--- config.mk ---
export PLATFORM = sky130hd
export DESIGN_NAME = audio_codec_top
export DESIGN_NICKNAME = d
export VERILOG_FILES = /design/src/audio_pkg.sv /design/src/audio_codec_top.sv /design/src/codec_cmd_list.sv /design/src/codec_spi_master.sv /design/src/i2s_tx.sv /design/src/sample_fifo.sv /design/src/wb_audio_regs.sv
export VERILOG_INCLUDE_DIRS = /design/src
export SDC_FILE = /design/constraint.sdc
export NUM_CORES = 1
export LEC_CHECK = 0
export BUFFER_PORTS_ARGS = -buffer_cell sky130_fd_sc_hd__buf_4
export CORE_MARGIN = 10
export CORE_UTILIZATION = 35
export DETAILED_ROUTE_END_ITERATION = 12
export GPL_TIMING_DRIVEN = 0
export PLACE_DENSITY_LB_ADDON = 0.3
export SKIP_CTS_REPAIR_TIMING = 1
export SLEW_MARGIN = 20
export SYNTH_ARGS = -nofsm -noshare
export SYNTH_HDL_FRONTEND = slang
export SYNTH_SLANG_ARGS = --single-unit
export TNS_END_PERCENT = 20
--- constraint.sdc ---
create_clock -name clk_soc -period 4.4 [get_ports clk_soc]
set_input_delay 0.22 -clock clk_soc [delete_from_list [all_inputs] [get_ports clk_soc]]
set_output_delay 0.22 -clock clk_soc [all_outputs]
set_load 0.005 [all_outputs]
--- src/audio_macros.svh ---
`ifndef AUDIO_MACROS_SVH
`define AUDIO_MACROS_SVH

// channel FIFOs
`define FIFO_DEPTH      8         // entries per channel
`define FIFO_AW         3         // log2 of FIFO_DEPTH

// serial clocks derived from clk_soc
`define CCLK_DIV        4         // clk_soc cycles per cclk half period
`define BCLK_DIV        2         // clk_soc cycles per bclk half period

// codec power-up sequence
`define CODEC_CMD_COUNT 6         // words in codec_init_table

// bus register map, byte offsets
`define REG_LEFT        4'h0      // left sample write
`define REG_RIGHT       4'h4      // right sample write
`define REG_STATUS      4'h8      // init and fifo flags

`define NUM_CH          2         // left and right

`endif

--- src/audio_pkg.sv ---
`default_nettype none

`include "audio_macros.svh"

package audio_pkg;

    typedef logic signed [23:0] audio_sample_t;   // one pcm sample
    typedef logic [31:0]        codec_cmd_t;      // chip addr, reg addr, data byte

    // adau style write words {8'h00 write, 16'h reg, 8'h value}
    parameter codec_cmd_t codec_init_table [`CODEC_CMD_COUNT] = '{
        32'h0040_0001,                            // clock control, core clock on
        32'h0040_1C21,                            // mixer3, left dac to left mixer
        32'h0040_1E41,                            // mixer4, right dac to right mixer
        32'h0040_2903,                            // playback power, both channels up
        32'h0040_2A03,                            // dac control, both dacs on
        32'h0040_F97F                             // clock enable 0, all blocks on
    };

endpackage

`default_nettype wire

--- src/audio_codec_top.sv ---
`timescale 1ns/1ps
`default_nettype none

`include "audio_macros.svh"

module audio_codec_top (
    input  wire         clk_soc,
    input  wire         btn_rst,
    input  wire [3:0]   wb_adr_i,
    input  wire [31:0]  wb_dat_i,
    input  wire [3:0]   wb_sel_i,
    input  wire         wb_we_i,
    input  wire         wb_stb_i,
    output wire [31:0]  wb_dat_o,
    output wire         wb_ack_o,
    output wire         ac_cdata_o,
    output wire         ac_cclk_o,
    output wire         ac_clatch_n_o,
    output wire         ac_bclk_o,
    output wire         ac_lrclk_o,
    output wire         ac_sdata_o,
    output wire         init_done_o
);
    import audio_pkg::*;

    wire                cmd_req;                  // sequencer to spi handshake
    wire                cmd_ack;
    codec_cmd_t         cmd_data;
    wire [`NUM_CH-1:0]  fifo_push;
    wire [`NUM_CH-1:0]  fifo_full;
    wire [`NUM_CH-1:0]  fifo_empty;
    audio_sample_t      fifo_wdata;               // shared by both channels
    audio_sample_t      fifo_rdata [`NUM_CH];
    wire                pop;                      // one pop for the stereo pair

    codec_cmd_list i_codec_cmd_list (
        .clk_soc     (clk_soc),
        .btn_rst     (btn_rst),
        .cmd_req_o   (cmd_req),
        .cmd_data_o  (cmd_data),
        .cmd_ack_i   (cmd_ack),
        .init_done_o (init_done_o)
    );

    codec_spi_master i_codec_spi_master (
        .clk_soc    (clk_soc),
        .btn_rst    (btn_rst),
        .cmd_req_i  (cmd_req),
        .cmd_data_i (cmd_data),
        .cmd_ack_o  (cmd_ack),
        .cdata_o    (ac_cdata_o),
        .cclk_o     (ac_cclk_o),
        .clatch_n_o (ac_clatch_n_o)
    );

    wb_audio_regs i_wb_audio_regs (
        .clk_soc      (clk_soc),
        .btn_rst      (btn_rst),
        .wb_adr_i     (wb_adr_i),
        .wb_dat_i     (wb_dat_i),
        .wb_sel_i     (wb_sel_i),
        .wb_we_i      (wb_we_i),
        .wb_stb_i     (wb_stb_i),
        .wb_dat_o     (wb_dat_o),
        .wb_ack_o     (wb_ack_o),
        .init_done_i  (init_done_o),
        .fifo_full_i  (fifo_full),
        .fifo_empty_i (fifo_empty),
        .fifo_push_o  (fifo_push),
        .fifo_wdata_o (fifo_wdata)
    );

    for (genvar ch = 0; ch < `NUM_CH; ch++) begin : g_fifo   // 0 left, 1 right
        sample_fifo i_sample_fifo (
            .clk_soc (clk_soc),
            .btn_rst (btn_rst),
            .push_i  (fifo_push[ch]),
            .wdata_i (fifo_wdata),
            .pop_i   (pop),
            .rdata_o (fifo_rdata[ch]),
            .full_o  (fifo_full[ch]),
            .empty_o (fifo_empty[ch])
        );
    end

    i2s_tx i_i2s_tx (
        .clk_soc     (clk_soc),
        .btn_rst     (btn_rst),
        .enable_i    (init_done_o),               // silent until the codec is set up
        .left_i      (fifo_rdata[0]),
        .right_i     (fifo_rdata[1]),
        .any_empty_i (fifo_empty),
        .pop_o       (pop),
        .bclk_o      (ac_bclk_o),
        .lrclk_o     (ac_lrclk_o),
        .sdata_o     (ac_sdata_o)
    );

endmodule

`default_nettype wire

--- src/codec_cmd_list.sv ---
`timescale 1ns/1ps
`default_nettype none

`include "audio_macros.svh"

module codec_cmd_list (
    input  wire                     clk_soc,
    input  wire                     btn_rst,
    output logic                    cmd_req_o,
    output audio_pkg::codec_cmd_t   cmd_data_o,
    input  wire                     cmd_ack_i,
    output logic                    init_done_o
);
    import audio_pkg::*;

    localparam int unsigned IDX_W = $clog2(`CODEC_CMD_COUNT);

    typedef enum logic [1:0] {
        ST_IDLE,                                  // first cycle out of reset
        ST_REQ,                                   // req high, waiting for ack
        ST_REL,                                   // req dropped, waiting for ack low
        ST_DONE                                   // whole table sent
    } state_t;

    state_t           state_q;
    logic [IDX_W-1:0] idx_q;                      // current table entry

    assign cmd_data_o = codec_init_table[idx_q];  // stable while idx holds

    always_ff @(posedge clk_soc) begin
        if (btn_rst) begin
            state_q     <= ST_IDLE;
            idx_q       <= '0;
            cmd_req_o   <= 1'b0;
            init_done_o <= 1'b0;
        end else begin
            case (state_q)
                ST_IDLE: begin
                    cmd_req_o <= 1'b1;            // word 0 goes out
                    state_q   <= ST_REQ;
                end
                ST_REQ: begin
                    if (cmd_ack_i) begin
                        cmd_req_o <= 1'b0;        // phase 3
                        state_q   <= ST_REL;
                    end
                end
                ST_REL: begin
                    if (!cmd_ack_i) begin         // phase 4 seen
                        if (idx_q == IDX_W'(`CODEC_CMD_COUNT - 1)) begin
                            init_done_o <= 1'b1;
                            state_q     <= ST_DONE;
                        end else begin
                            idx_q     <= idx_q + 1'b1;
                            cmd_req_o <= 1'b1;    // next word
                            state_q   <= ST_REQ;
                        end
                    end
                end
                default: begin
                    state_q <= ST_DONE;           // init_done stays high
                end
            endcase
        end
    end

    // the spi master must still be acking when the sequencer lets go of req
    a_req_falls_on_ack: assert property (@(posedge clk_soc) disable iff (btn_rst)
        $fell(cmd_req_o) |-> cmd_ack_i);

endmodule

`default_nettype wire

--- src/codec_spi_master.sv ---
`timescale 1ns/1ps
`default_nettype none

`include "audio_macros.svh"

module codec_spi_master (
    input  wire                        clk_soc,
    input  wire                        btn_rst,
    input  wire                        cmd_req_i,
    input  wire audio_pkg::codec_cmd_t cmd_data_i,
    output logic                       cmd_ack_o,
    output logic                       cdata_o,
    output logic                       cclk_o,
    output logic                       clatch_n_o
);
    import audio_pkg::*;

    localparam int unsigned DIV_W = (`CCLK_DIV > 1) ? $clog2(`CCLK_DIV) : 1;

    typedef enum logic [1:0] {
        ST_IDLE,
        ST_SHIFT,                                 // latch low, bits going out
        ST_FIN,                                   // latch back high
        ST_HOLD                                   // ack high until req drops
    } state_t;

    state_t           state_q;
    logic [DIV_W-1:0] div_q;                      // cclk half period counter
    logic [4:0]       bit_q;                      // bits already sent
    codec_cmd_t       shift_q;                    // msb drives cdata
    logic             tick;

    assign tick    = (div_q == DIV_W'(`CCLK_DIV - 1));
    assign cdata_o = shift_q[31] & ~clatch_n_o;   // line idles low outside a word

    always_ff @(posedge clk_soc) begin
        if (btn_rst) begin
            state_q    <= ST_IDLE;
            div_q      <= '0;
            bit_q      <= '0;
            cmd_ack_o  <= 1'b0;
            cclk_o     <= 1'b0;
            clatch_n_o <= 1'b1;
        end else begin
            case (state_q)
                ST_IDLE: begin
                    if (cmd_req_i) begin
                        shift_q    <= cmd_data_i; // bit 31 valid right away
                        clatch_n_o <= 1'b0;
                        div_q      <= '0;
                        bit_q      <= '0;
                        state_q    <= ST_SHIFT;
                    end
                end
                ST_SHIFT: begin
                    if (tick) begin
                        div_q  <= '0;
                        cclk_o <= ~cclk_o;
                        if (cclk_o) begin         // falling edge, data moves
                            if (bit_q == 5'd31) begin
                                clatch_n_o <= 1'b1;
                                state_q    <= ST_FIN;
                            end else begin
                                shift_q <= {shift_q[30:0], 1'b0};
                                bit_q   <= bit_q + 1'b1;
                            end
                        end
                    end else begin
                        div_q <= div_q + 1'b1;
                    end
                end
                ST_FIN: begin
                    cmd_ack_o <= 1'b1;            // one cycle after latch rises
                    state_q   <= ST_HOLD;
                end
                default: begin
                    if (!cmd_req_i) begin
                        cmd_ack_o <= 1'b0;
                        state_q   <= ST_IDLE;
                    end
                end
            endcase
        end
    end

    // the sequencer must not change the word it is offering
    a_data_stable: assert property (@(posedge clk_soc) disable iff (btn_rst)
        (cmd_req_i && !cmd_ack_o) ##1 (cmd_req_i && !cmd_ack_o) |-> $stable(cmd_data_i));

endmodule

`default_nettype wire

--- src/i2s_tx.sv ---
`timescale 1ns/1ps
`default_nettype none

`include "audio_macros.svh"

module i2s_tx (
    input  wire                           clk_soc,
    input  wire                           btn_rst,
    input  wire                           enable_i,
    input  wire audio_pkg::audio_sample_t left_i,
    input  wire audio_pkg::audio_sample_t right_i,
    input  wire [`NUM_CH-1:0]             any_empty_i,
    output logic                          pop_o,
    output logic                          bclk_o,
    output logic                          lrclk_o,
    output logic                          sdata_o
);
    localparam int unsigned DIV_W = (`BCLK_DIV > 1) ? $clog2(`BCLK_DIV) : 1;

    logic [DIV_W-1:0] div_q;                      // bclk half period counter
    logic             bclk_q;
    logic             run_q;                      // frames are going out
    logic [5:0]       slot_q;                     // bit slot in the frame
    logic [63:0]      frame_q;                    // msb is the current slot
    logic             tick;
    logic             bclk_fall;
    logic             frame_start;
    logic             underrun;

    assign tick        = (div_q == DIV_W'(`BCLK_DIV - 1));
    assign bclk_fall   = run_q && tick && bclk_q;
    assign frame_start = enable_i && (!run_q || (bclk_fall && slot_q == 6'd63));
    assign underrun    = |any_empty_i;            // either channel dry
    assign pop_o       = frame_start && !underrun;
    assign bclk_o      = bclk_q;
    assign lrclk_o     = slot_q[5];               // high for slots 32..63
    assign sdata_o     = run_q && frame_q[63];

    always_ff @(posedge clk_soc) begin
        if (btn_rst || !enable_i) begin
            div_q  <= '0;
            bclk_q <= 1'b0;
            run_q  <= 1'b0;
            slot_q <= '0;
        end else if (!run_q) begin
            run_q <= 1'b1;                        // first frame loads now
        end else begin
            if (tick) begin
                div_q  <= '0;
                bclk_q <= ~bclk_q;
            end else begin
                div_q <= div_q + 1'b1;
            end
            if (bclk_fall) begin
                slot_q <= slot_q + 1'b1;          // 63 wraps to 0
            end
        end
    end

    // one slot of i2s delay ahead of each msb, 7 zero bits after each lsb
    always_ff @(posedge clk_soc) begin
        if (frame_start) begin
            frame_q <= underrun ? 64'h0 : {1'b0, left_i, 7'h0, 1'b0, right_i, 7'h0};
        end else if (bclk_fall) begin
            frame_q <= {frame_q[62:0], 1'b0};     // sdata moves on falling bclk
        end
    end

endmodule

`default_nettype wire

--- src/sample_fifo.sv ---
`timescale 1ns/1ps
`default_nettype none

`include "audio_macros.svh"

module sample_fifo (
    input  wire                           clk_soc,
    input  wire                           btn_rst,
    input  wire                           push_i,
    input  wire audio_pkg::audio_sample_t wdata_i,
    input  wire                           pop_i,
    output audio_pkg::audio_sample_t      rdata_o,
    output logic                          full_o,
    output logic                          empty_o
);
    import audio_pkg::*;

    audio_sample_t       mem_q [`FIFO_DEPTH];     // sample storage
    logic [`FIFO_AW-1:0] wr_ptr_q;
    logic [`FIFO_AW-1:0] rd_ptr_q;
    logic [`FIFO_AW:0]   count_q;                 // occupancy
    logic                wr_en;
    logic                rd_en;

    assign wr_en   = push_i && !full_o;
    assign rd_en   = pop_i && !empty_o;
    assign full_o  = (count_q == `FIFO_DEPTH);
    assign empty_o = (count_q == '0);
    assign rdata_o = mem_q[rd_ptr_q];             // head word, fall through

    always_ff @(posedge clk_soc) begin
        if (wr_en) begin
            mem_q[wr_ptr_q] <= wdata_i;
        end
    end

    always_ff @(posedge clk_soc) begin
        if (btn_rst) begin
            wr_ptr_q <= '0;
            rd_ptr_q <= '0;
            count_q  <= '0;
        end else begin
            if (wr_en) begin
                wr_ptr_q <= wr_ptr_q + 1'b1;      // wraps at depth
            end
            if (rd_en) begin
                rd_ptr_q <= rd_ptr_q + 1'b1;
            end
            count_q <= count_q + wr_en - rd_en;
        end
    end

    // the register block and the i2s side must respect the flags
    a_no_overflow: assert property (@(posedge clk_soc) disable iff (btn_rst)
        push_i |-> !full_o);
    a_no_underflow: assert property (@(posedge clk_soc) disable iff (btn_rst)
        pop_i |-> !empty_o);

endmodule

`default_nettype wire

--- src/wb_audio_regs.sv ---
`timescale 1ns/1ps
`default_nettype none

`include "audio_macros.svh"

module wb_audio_regs (
    input  wire                       clk_soc,
    input  wire                       btn_rst,
    input  wire [3:0]                 wb_adr_i,
    input  wire [31:0]                wb_dat_i,
    input  wire [3:0]                 wb_sel_i,
    input  wire                       wb_we_i,
    input  wire                       wb_stb_i,
    output logic [31:0]               wb_dat_o,
    output logic                      wb_ack_o,
    input  wire                       init_done_i,
    input  wire [`NUM_CH-1:0]         fifo_full_i,
    input  wire [`NUM_CH-1:0]         fifo_empty_i,
    output logic [`NUM_CH-1:0]        fifo_push_o,
    output audio_pkg::audio_sample_t  fifo_wdata_o
);
    import audio_pkg::*;

    audio_sample_t       wdata_q;                 // sample held for the push cycle
    logic                req;
    logic                wr_ok;
    logic [`NUM_CH-1:0]  hit;
    logic [31:0]         status;

    assign req    = wb_stb_i && !wb_ack_o;        // new access this cycle
    assign wr_ok  = req && wb_we_i && (wb_sel_i[2:0] == 3'b111);
    assign status = {{(31 - 2 * `NUM_CH){1'b0}}, fifo_empty_i, fifo_full_i, init_done_i};
    assign fifo_wdata_o = wdata_q;

    always_comb begin
        hit    = '0;
        hit[0] = (wb_adr_i == `REG_LEFT);
        hit[1] = (wb_adr_i == `REG_RIGHT);
    end

    always_ff @(posedge clk_soc) begin
        if (btn_rst) begin
            wb_ack_o    <= 1'b0;
            fifo_push_o <= '0;
        end else begin
            wb_ack_o    <= req;                   // ack one clock after stb
            fifo_push_o <= hit & ~fifo_full_i & {`NUM_CH{wr_ok}};  // full drops the sample
        end
    end

    always_ff @(posedge clk_soc) begin
        if (wr_ok) begin
            wdata_q <= wb_dat_i[23:0];
        end
        if (req && !wb_we_i) begin
            wb_dat_o <= (wb_adr_i == `REG_STATUS) ? status : 32'h0;
        end
    end

    // no back to back acks even when the master keeps stb high
    a_ack_pulse: assert property (@(posedge clk_soc) disable iff (btn_rst)
        wb_ack_o |=> !wb_ack_o);

endmodule

`default_nettype wire
==> results of run 1 <==
-- placed cells by master (no fill, tap or decap), types with 13 or more instances in the layout --
cell           instances
a21oi_1               23
buf_4                 82
mux4_1                16
mux4_2                80
nor2_1                43
nand2_1               43
dlygate4sd3_1         30
mux2_2                47
dfxtp_1               57
o21ai_0               14
inv_1                 22
edfxtp_1             502
buf_2                 13
and2_1                27
a22o_1                47
clkbuf_16             61
ha_1                  28
nor2_4                14
nand3_1               15
nand2b_1              14
clkbuf_1              43
conb_1                27
-- kinds of logic after synthesis --
family                   after synthesis  synth area share
flip-flops                           559             0.739
AND/OR/NAND/NOR                      195            0.0437
multiplexers                         155             0.131
AO/OA/AOI/OAI                        106            0.0350
buffers and inverters                102            0.0272
adder cells (fa/ha/maj)               30            0.0178
XOR/XNOR                              16           0.00638
other                                  1          0.000171
-- metrics by stage --
stage	TNS, ns	std cells	instance area [sq um]	util	worst slack, ns
after floorplan	0	1190	22000	-	0.983
after global placement	-81.21	2074	23400	0.379	-0.935
after detailed placement	0	2101	24000	0.388	1.08
after CTS	0	2209	26000	0.419	1.05
after global routing	0	2239	26300	0.424	0.850
final	0	2239	26300	0.424	1.03
-- worst min-delay path by stage --
stage	end	slack, ns	depth (start not counted)
finish	register	0.02	3
global route	register	0.03	3
CTS	i_wb_audio_regs.fifo_wdata_o[6]	-0.26	1
detailed placement	i_wb_audio_regs.fifo_wdata_o[2]	0.40	1
global placement	i_wb_audio_regs.fifo_wdata_o[13]	0.40	1
floorplan	i_wb_audio_regs.fifo_push_o[0]	0.30	1
-- sequential cells by signal, summed over array words and instances (netlist names), 5 cells and up, named ones only --
| signal | count |
|---|---|
| g_fifo.i_sample_fifo.mem_q | 384 |
| i_i2s_tx.frame_q | 57 |
| i_codec_spi_master.shift_q | 32 |
| i_wb_audio_regs.fifo_wdata_o | 24 |
| g_fifo.i_sample_fifo.count_q | 8 |
| g_fifo.i_sample_fifo.rd_ptr_q | 6 |
| g_fifo.i_sample_fifo.wr_ptr_q | 6 |
| i_i2s_tx.slot_q | 6 |
| i_codec_spi_master.bit_q | 5 |
| i_wb_audio_regs.wb_dat_o | 5 |
-- per-layer routing --
| metal | vias up | track usage | share of wire |
|---|---|---|---|
| met4 | 0 | 0.0353 | 0.022 |
| met3 | 66 | 0.0222 | 0.036 |
| met1 | 5633 | 0.168 | 0.46 |
| met2 | 172 | 0.203 | 0.48 |
| li1 | 4946 | - | - |
| met5 | - | 0 | 0 |
-- power by group through the flow --
stage | logic (W) | registers (W) | clock network (W)
2_1_floorplan | 0.000276 | 0.00596 | 0
3_3_place_gp | 0.000382 | 0.00597 | 0
3_5_place_dp | 0.000408 | 0.00597 | 0
4_1_cts | 0.000408 | 0.00586 | 0.00501
5_1_grt | 0.000489 | 0.00586 | 0.00522
6_report | 0.000425 | 0.00586 | 0.00490
-- worst max-delay path, cell delays in order, from the launching register on --
cell,delay (ns)
dfxtp_1,0.30
inv_1,0.06
ha_1,0.18
or3b_1,0.31
nand2_1,0.30
nor2_2,0.55
buf_4,0.33
ha_1,0.26
inv_1,0.06
ha_1,0.17
inv_1,0.06
fa_1,0.40
xor2_1,0.20
nor2_1,0.05
-- final cells by class --
cell class | instances | area [sq um]
buffer | 80 | 514
clock buffer | 80 | 1640
clock inverter | 28 | 287
fill | 5455 | 35700
inverter | 22 | 82.6
multi-input combinational | 529 | 5370
sequential | 559 | 16200
tap | 837 | 1050
timing repair buffer | 104 | 1120
==> metrics.txt, run 1 <==
Final nets 1428; Die W 270 um; first-pass detailed-route iteration total 5; Yosys top cell area share 0.687; DRC viols 0; Setup CP Type register to register; first-pass GRT wire length 70300 um; library cells used by synthesis 52; Longest Clk Path Bufs 3; Max Cap Violations 0; IO Pins 84; TritonCTS clock tree built; number of synthesized flops with an enable pin 502; slew margin rel. 0.358; Final ANT Viol Nets 0; top_reg_cell synth edfxtp_1; Port Buffers 47; critical-path maximum fanout 10; area grow syn2layout 19.7%; leakage 8.60 nW; synthesized area per cell 18.9 sq um; Combinational Power Share 0.038; Std-Cell Rows 91; number of antenna diodes 0; worst r2r src g_fifo[1].i_sample_fifo.count_q[2]; synth top area cells edfxtp_1 69%, mux4_2 8.2%, dfxtp_1 5.2%, mux2_2 2.4%, mux4_1 1.9%; ys async rst share 0; RSZ-0062 raised after global routing no; worst path required time 4.87 ns; run status complete, no violations; Num CTS Buffers 58; Slew @ Worst Pin 0.963 ns; Setup crit end g_fifo[1].i_sample_fifo.count_q[2]; Final period util 0.765; via count 10800; fin. max-slew vios 0; total gr overflow 0; DP HPWL 29500 um; Internal 0.00889 W; die area 0.0731 sq mm; Worst Setup Start Kind register; pin count of the biggest net entering global routing 33; Synth area leader edfxtp_1; sequential power share 0.524; hold_ws 0.0231 ns; drt total wl 45500 um; Worst Setup SP g_fifo[1].i_sample_fifo.count_q[2]; CP Capture Type register; clock sink count 559; routed length per placed instance 20.3 um; overall power 0.0112 W; share of cells above drive strength 1 0.258; GRT Overall Usage 0.125; vias in the first global route 11400; synth cell count leaders 502 x edfxtp_1, 80 x mux4_2, 57 x dfxtp_1, 57 x nor2_1; RR Endpoint g_fifo[1].i_sample_fifo.count_q[2]; htree depth 2; initial DRC count 756; Vias/cell 4.83; hold_sp btn_rst; flop2flop setup slack 1.03 ns; most common cell in the netlist edfxtp_1; Max Fclk 297 MHz; routability cong. 0.723; final setup violation count 0; antenna violations before repair 0; Yosys reg bits 559; die height 270 um; clock share of power 0.438; gate count of the mapped netlist 1164; Final Hold Fails 0; clock skew 0.0159 ns; Core Area 0.0619 sq mm; Seq/Total Area, Yosys 0.739; Hold WC Path Type input port to register; switch share 0.205; switching power 0.00229 W; Reg2Reg Depth 13; Starting Density 0.354; final worst path period need 3.37 ns; PwrDens 425 mW/mm^2; peak supply drop 0.277 mV; clk_lat worst skew 0.61 ns; critical path arrival 3.84 ns; Cell Area, Synth 0.0219 sq mm; root buffer cell clkbuf_16; clk slew on worst S/H paths 0.06 ns; Yosys warnings 0
(Power assumes the default switching activity.)
==> run 2, diff against run 1 <==
==> constraint.sdc (replaced) <==
create_clock -name clk_soc -period 3.4 [get_ports clk_soc]
set_input_delay 0.17 -clock clk_soc [delete_from_list [all_inputs] [get_ports clk_soc]]
set_output_delay 0.17 -clock clk_soc [all_outputs]
set_load 0.005 [all_outputs]
==> metrics.txt, run 2 (synthesis results as in run 1) <==
hold_ws 0.0367 ns (+0.0136 ns); PwrDens 540 mW/mm^2 (+27%); Setup CP Type register to register; Vias/cell 4.85 (+0.30%); total gr overflow 0 (unchanged); Critical Path Stages 13 (unchanged); antenna violations before repair 1 (+1); Std-Cell Rows 91 (unchanged); critical path arrival 3.58 ns (-0.26 ns); final setup violation count 0 (unchanged); Num CTS Buffers 55 (-5.2%); worst-path cell chain inv_1, ha_1, or3b_1, nand2_1, nor2_4, buf_4, ha_1, inv_1, ha_1, inv_1, fa_1, xor2_1, nor2_1; FF/Latch Area 0.0162 sq mm (unchanged); Fillers 5451 (-0.073%); Max Fclk 321 MHz (+8.0%); area grow syn2layout 19.1%; flop2flop setup slack 0.28 ns (-0.75 ns); commonest non-fill, non-tap cell in the layout edfxtp_1; leakage 8.51 nW (-0.96%); Starting Density 0.354 (unchanged); Port Buffers 47 (unchanged); first-pass GRT wire length 68100 um (-3.1%); Worst Setup SP g_fifo[1].i_sample_fifo.count_q[2]; first-pass detailed-route iteration total 5 (unchanged); TritonCTS clock tree built; Largest regs g_fifo.i_sample_fifo.mem_q x384, i_i2s_tx.frame_q x57, i_codec_spi_master.shift_q x32; via count 10800 (+0.12%); Final Hold Fails 0 (unchanged); clk_lat worst skew 0.62 ns (about the same); drt total wl 45200 um (-0.62%); fin. max-slew vios 0 (unchanged); clk slew on worst S/H paths 0.06 ns (about the same); slew margin rel. 0.432 (+0.0741); Slew @ Worst Pin 0.852 ns (-0.111 ns); htree depth 2 (unchanged); pin count of the biggest net entering global routing 45 (+36%); clock skew 0.0280 ns (+0.0121 ns); Biggest register g_fifo.i_sample_fifo.mem_q; critical-path maximum fanout 10 (unchanged); worst path required time 3.87 ns (-1.00 ns); routability cong. 0.718 (-0.65%); worst r2r src g_fifo[1].i_sample_fifo.count_q[2]; final worst path period need 3.12 ns (-0.250 ns); run status complete, no violations; CP Capture Type register; DP HPWL 29100 um (-1.1%); share of cells above drive strength 1 0.253 (-0.00570); die area 0.0731 sq mm (unchanged); vias in the first global route 11200 (-2.3%); Worst path max stage delay 0.40 ns (-0.15 ns); Setup crit end g_fifo[1].i_sample_fifo.count_q[2]; delay-heaviest family, CP simple AND/OR/NAND/NOR gates; Worst Setup Start Kind register; Largest register FFs 384 (unchanged); Die W 270 um (unchanged); Final nets 1425 (-0.21%); Final ANT Viol Nets 0 (unchanged); DRC viols 0 (unchanged); Hold WC Path Type input port to register; RSZ-0062 raised after global routing no; root buffer cell clkbuf_16; Placed Cells 2100 (-0.048%); number of antenna diodes 0 (unchanged); Max stage delay cell, worst path fa_1; peak supply drop 0.383 mV (+38%); IO Pins 84 (unchanged); Final Non-Filler Cells 2235 (-0.18%); Final period util 0.917 (+0.152); Core Area 0.0619 sq mm (unchanged); most frequent cells in the layout 502 x edfxtp_1, 81 x buf_4, 80 x mux4_2, 57 x dfxtp_1, 56 x clkbuf_16; Buf/Inv on CP 4 (unchanged); Max Cap Violations 0 (unchanged); GRT Overall Usage 0.121 (-0.00334); initial DRC count 833 (+10%); RR Endpoint g_fifo[1].i_sample_fifo.count_q[2]; die height 270 um (unchanged); routed length per placed instance 20.2 um (-0.45%); clock sink count 559 (unchanged); area of the multi-input gates 0.00538 sq mm (+0.21%); overall power 0.0141 W (+26%); Longest Clk Path Bufs 3 (unchanged); Reg2Reg Depth 13 (unchanged)
-- run 2: changes by cell type in the layout (fill, tap and decap cells not counted), sizes merged --
cell,delta
buf,-1
bufinv,-1
clkbuf,-13
clkinv,+10
dlygate4sd3,+1
-- run 2: worst min-delay path: stages --
cell    delay, ns
buf_4        0.08
nor3_1       0.05
and3_1       0.17
-- run 2: worst min path at each step --
stage / startpoint / end / cells after the start
2_1_floorplan: wb_adr_i[3] / i_wb_audio_regs.fifo_push_o[0] / 1
3_3_place_gp: wb_dat_i[15] / i_wb_audio_regs.fifo_wdata_o[15] / 1
3_5_place_dp: wb_dat_i[15] / i_wb_audio_regs.fifo_wdata_o[15] / 1
4_1_cts: wb_dat_i[15] / i_wb_audio_regs.fifo_wdata_o[15] / 1
5_1_grt: wb_adr_i[1] / i_wb_audio_regs.wb_dat_o[0] / 3
6_report: wb_adr_i[1] / i_wb_audio_regs.wb_dat_o[0] / 3
-- run 2: layout make-up --
type	count	area share
plain buffers	80	0.0197
clock buffers	67	0.0563
clock inverters	37	0.0123
inverters	22	0.00316
multi-input cells	529	0.206
flip-flops and latches	559	0.620
well taps	837	0.0401
repair buffers	104	0.0423
-- run 2: metal layers --
layer  share of wire  vias to the layer above  track usage
met4           0.019                        0       0.0395
met1            0.44                     5608        0.157
li1                -                     4934            -
met5               0                        -            0
met2            0.50                      235        0.206
met3           0.044                       53       0.0191
-- run 2: power by group --
part / switching, W / total (W) / internal [W]
clock: 0.00259 / 0.00599 / 0.00340
sequential: 0.0000491 / 0.00758 / 0.00753
combinational: 0.000322 / 0.000558 / 0.000236
total: 0.00296 / 0.0141 / 0.0112
-- run 2: metrics by stage --
step / setup slack (ns) / instance area [sq um] / setup TNS (ns) / util
floorplan: -0.0152 / 22100 / -0.365 / -
global placement: -1.89 / 23500 / -358.20 / 0.379
detailed placement: 0.0179 / 24000 / 0 / 0.388
CTS: 0.000931 / 25800 / 0 / 0.417
global route: 0.0453 / 26100 / 0 / 0.422
finish: 0.282 / 26100 / 0 / 0.422
==> run 3, diff against run 2 <==
--- a/config.mk
+++ b/config.mk
@@ -12,6 +12,8 @@
 export DETAILED_ROUTE_END_ITERATION = 12
 export GPL_TIMING_DRIVEN = 0
 export PLACE_DENSITY_LB_ADDON = 0.3
+export RECOVER_POWER = 100
+export REMOVE_ABC_BUFFERS = 1
 export SKIP_CTS_REPAIR_TIMING = 1
 export SLEW_MARGIN = 20
 export SYNTH_ARGS = -nofsm -noshare
==> metrics.txt, run 3 (synthesis results as in run 1) <==
Biggest register g_fifo.i_sample_fifo.mem_q; Hold WC Path Type input port to register; run status complete, but fails checks; Final Non-Filler Cells 2166 (-3.1%); Max Fclk 318 MHz (-0.78%); RSZ-0062 raised after global routing no; Combinational Power Share 0.036 (-0.003); htree depth 2 (unchanged); Port Buffers 47 (unchanged); total gr overflow 0 (unchanged); Worst Setup Start Kind register; Num CTS Buffers 54 (-1.8%); Largest regs g_fifo.i_sample_fifo.mem_q x384, i_i2s_tx.frame_q x57, i_codec_spi_master.shift_q x32; Internal 0.0113 W (+1.6%); Setup CP Type register to register; Die W 270 um (unchanged); dpl cell area 0.0239 sq mm (-0.62%); drt total wl 43800 um (-3.0%); via count 10500 (-2.9%); clock share of power 0.433 (+0.009); leakage 8.23 nW (-3.4%); Slew @ Worst Pin 1.70 ns (+0.844 ns); Final nets 1358 (-4.7%); pin count of the biggest net entering global routing 49 (+8.9%); area grow syn2layout 16.6%; peak supply drop 0.381 mV (-0.52%); PwrDens 557 mW/mm^2 (+3.1%); initial DRC count 639 (-23%); RR Endpoint g_fifo[1].i_sample_fifo.count_q[2]; switch share 0.204 (-0.00496); worst r2r src i_i2s_tx.slot_q[0]; TritonCTS clock tree built; Setup crit end g_fifo[1].i_sample_fifo.count_q[2]; clk_lat worst skew 0.61 ns (about the same); Reg2Reg Depth 12 (-1); Worst Setup SP i_i2s_tx.slot_q[0]; first-pass GRT wire length 67300 um (-1.1%); Core Area 0.0619 sq mm (unchanged); Std-Cell Rows 91 (unchanged); cell mode on critical path ha_1; dpl ws 0.193 ns (+0.175 ns); flop2flop setup slack 0.26 ns (-0.02 ns); switching power 0.00291 W (-1.4%); Final Hold Fails 0 (unchanged); worst path required time 3.87 ns (about the same); GRT Overall Usage 0.119 (-0.00285); Worst path max stage delay 0.51 ns (+0.11 ns); routed length per placed instance 20.2 um (about the same); first-pass detailed-route iteration total 4 (-1); Longest Clk Path Bufs 3 (unchanged); final worst path period need 3.14 ns (+0.0244 ns); Final period util 0.924 (+0.00719); Final WS setup 0.258 ns (-0.0244 ns); sequential power share 0.531 (-0.006); Starting Density 0.354 (unchanged); hold path cells 2 (-1); clock skew 0.0212 ns (-0.00682 ns); share of cells above drive strength 1 0.223 (-0.0298); IO Pins 84 (unchanged); post-route cell area 0.0256 sq mm (-2.1%); clk slew on worst S/H paths 0.06 ns (about the same); DP HPWL 27400 um (-5.9%); final setup violation count 0 (unchanged); fin. max-slew vios 57 (+57); slew margin rel. -0.132 (-0.564); CP Capture Type register; die area 0.0731 sq mm (unchanged); overall power 0.0143 W (+0.96%); DRC viols 0 (unchanged); routability cong. 0.707 (-1.6%); Max stage delay cell, worst path o31a_2; vias in the first global route 11200 (+0.24%); root buffer cell clkbuf_16; antenna violations before repair 0 (-1); number of antenna diodes 0 (unchanged); Vias/cell 4.85 (+0.15%); Max Cap Violations 6 (+6); critical-path maximum fanout 23 (+13); setup tns final 0 ns (unchanged); clock sink count 559 (unchanged); worst-path cell chain ha_1, nand4_1, o31a_2, buf_16, nor2_4, ha_1, inv_1, ha_1, inv_1, fa_1, xor2_1, nor2_1; die height 270 um (unchanged); Placed Cells 2035 (-3.1%); critical path arrival 3.61 ns (+0.03 ns); failing checks max-capacitance violations, max-slew violations; commonest non-fill, non-tap cell in the layout edfxtp_1; Largest register FFs 384 (unchanged); Final ANT Viol Nets 0 (unchanged); most frequent cells in the layout 502 x edfxtp_1, 80 x mux4_2, 56 x nor2_1, 55 x clkbuf_16, 52 x dfxtp_1
-- run 3: through the flow --
step | hold WS (ns) | utilization
2_1_floorplan | 0.237 | -
3_3_place_gp | 0.348 | 0.370
3_5_place_dp | 0.350 | 0.386
4_1_cts | -0.301 | 0.415
5_1_grt | 0.0520 | 0.413
6_report | 0.0290 | 0.413
-- run 3: layout make-up --
class	instances	area, sq um
clock buffers	65	1460
clock inverters	36	385
fillers	5526	36300
inverters	22	82.6
multi-input cells	529	5240
flip-flops and latches	559	16200
well taps	837	1050
repair buffers	118	1150
-- run 3: worst min path at each step --
stage / endpoint / slack (ns) / startpoint
floorplan: g_fifo[1].i_sample_fifo.count_q[1] / 0.24 / btn_rst
global placement: i_wb_audio_regs.fifo_wdata_o[15] / 0.35 / wb_dat_i[15]
detailed placement: i_wb_audio_regs.fifo_wdata_o[6] / 0.35 / wb_dat_i[6]
CTS: i_wb_audio_regs.fifo_wdata_o[12] / -0.30 / wb_dat_i[12]
global route: i_wb_audio_regs.wb_ack_o / 0.05 / btn_rst
finish: i_codec_spi_master.bit_q[1] / 0.03 / btn_rst
-- run 3: power by group through the flow --
stage / sequential (W) / combinational, W / clock [W]
after global placement: 0.00772 / 0.000455 / 0
after floorplan: 0.00771 / 0.000315 / 0
after CTS: 0.00757 / 0.000516 / 0.00634
final: 0.00757 / 0.000511 / 0.00617
after detailed placement: 0.00772 / 0.000512 / 0
after global routing: 0.00758 / 0.000581 / 0.00658
-- run 3: layer usage --
layer / wire length (um) / up-vias / global-route usage
li1: - / 4786 / -
met4: 962 / 0 / 0.0388
met2: 22500 / 163 / 0.210
met3: 1390 / 70 / 0.0160
met1: 18900 / 5492 / 0.147
met5: 0 / - / 0
-- run 3: worst max-delay path, delay by kind of cell, from the launching register on --
family                   cells  cell delay [ns]
adder cells (fa/ha/maj)      4             1.05
AO/OA/AOI/OAI                1             0.51
flip-flops                   1             0.37
AND/OR/NAND/NOR              3             0.52
XOR/XNOR                     1             0.17
buffers and inverters        3             0.37
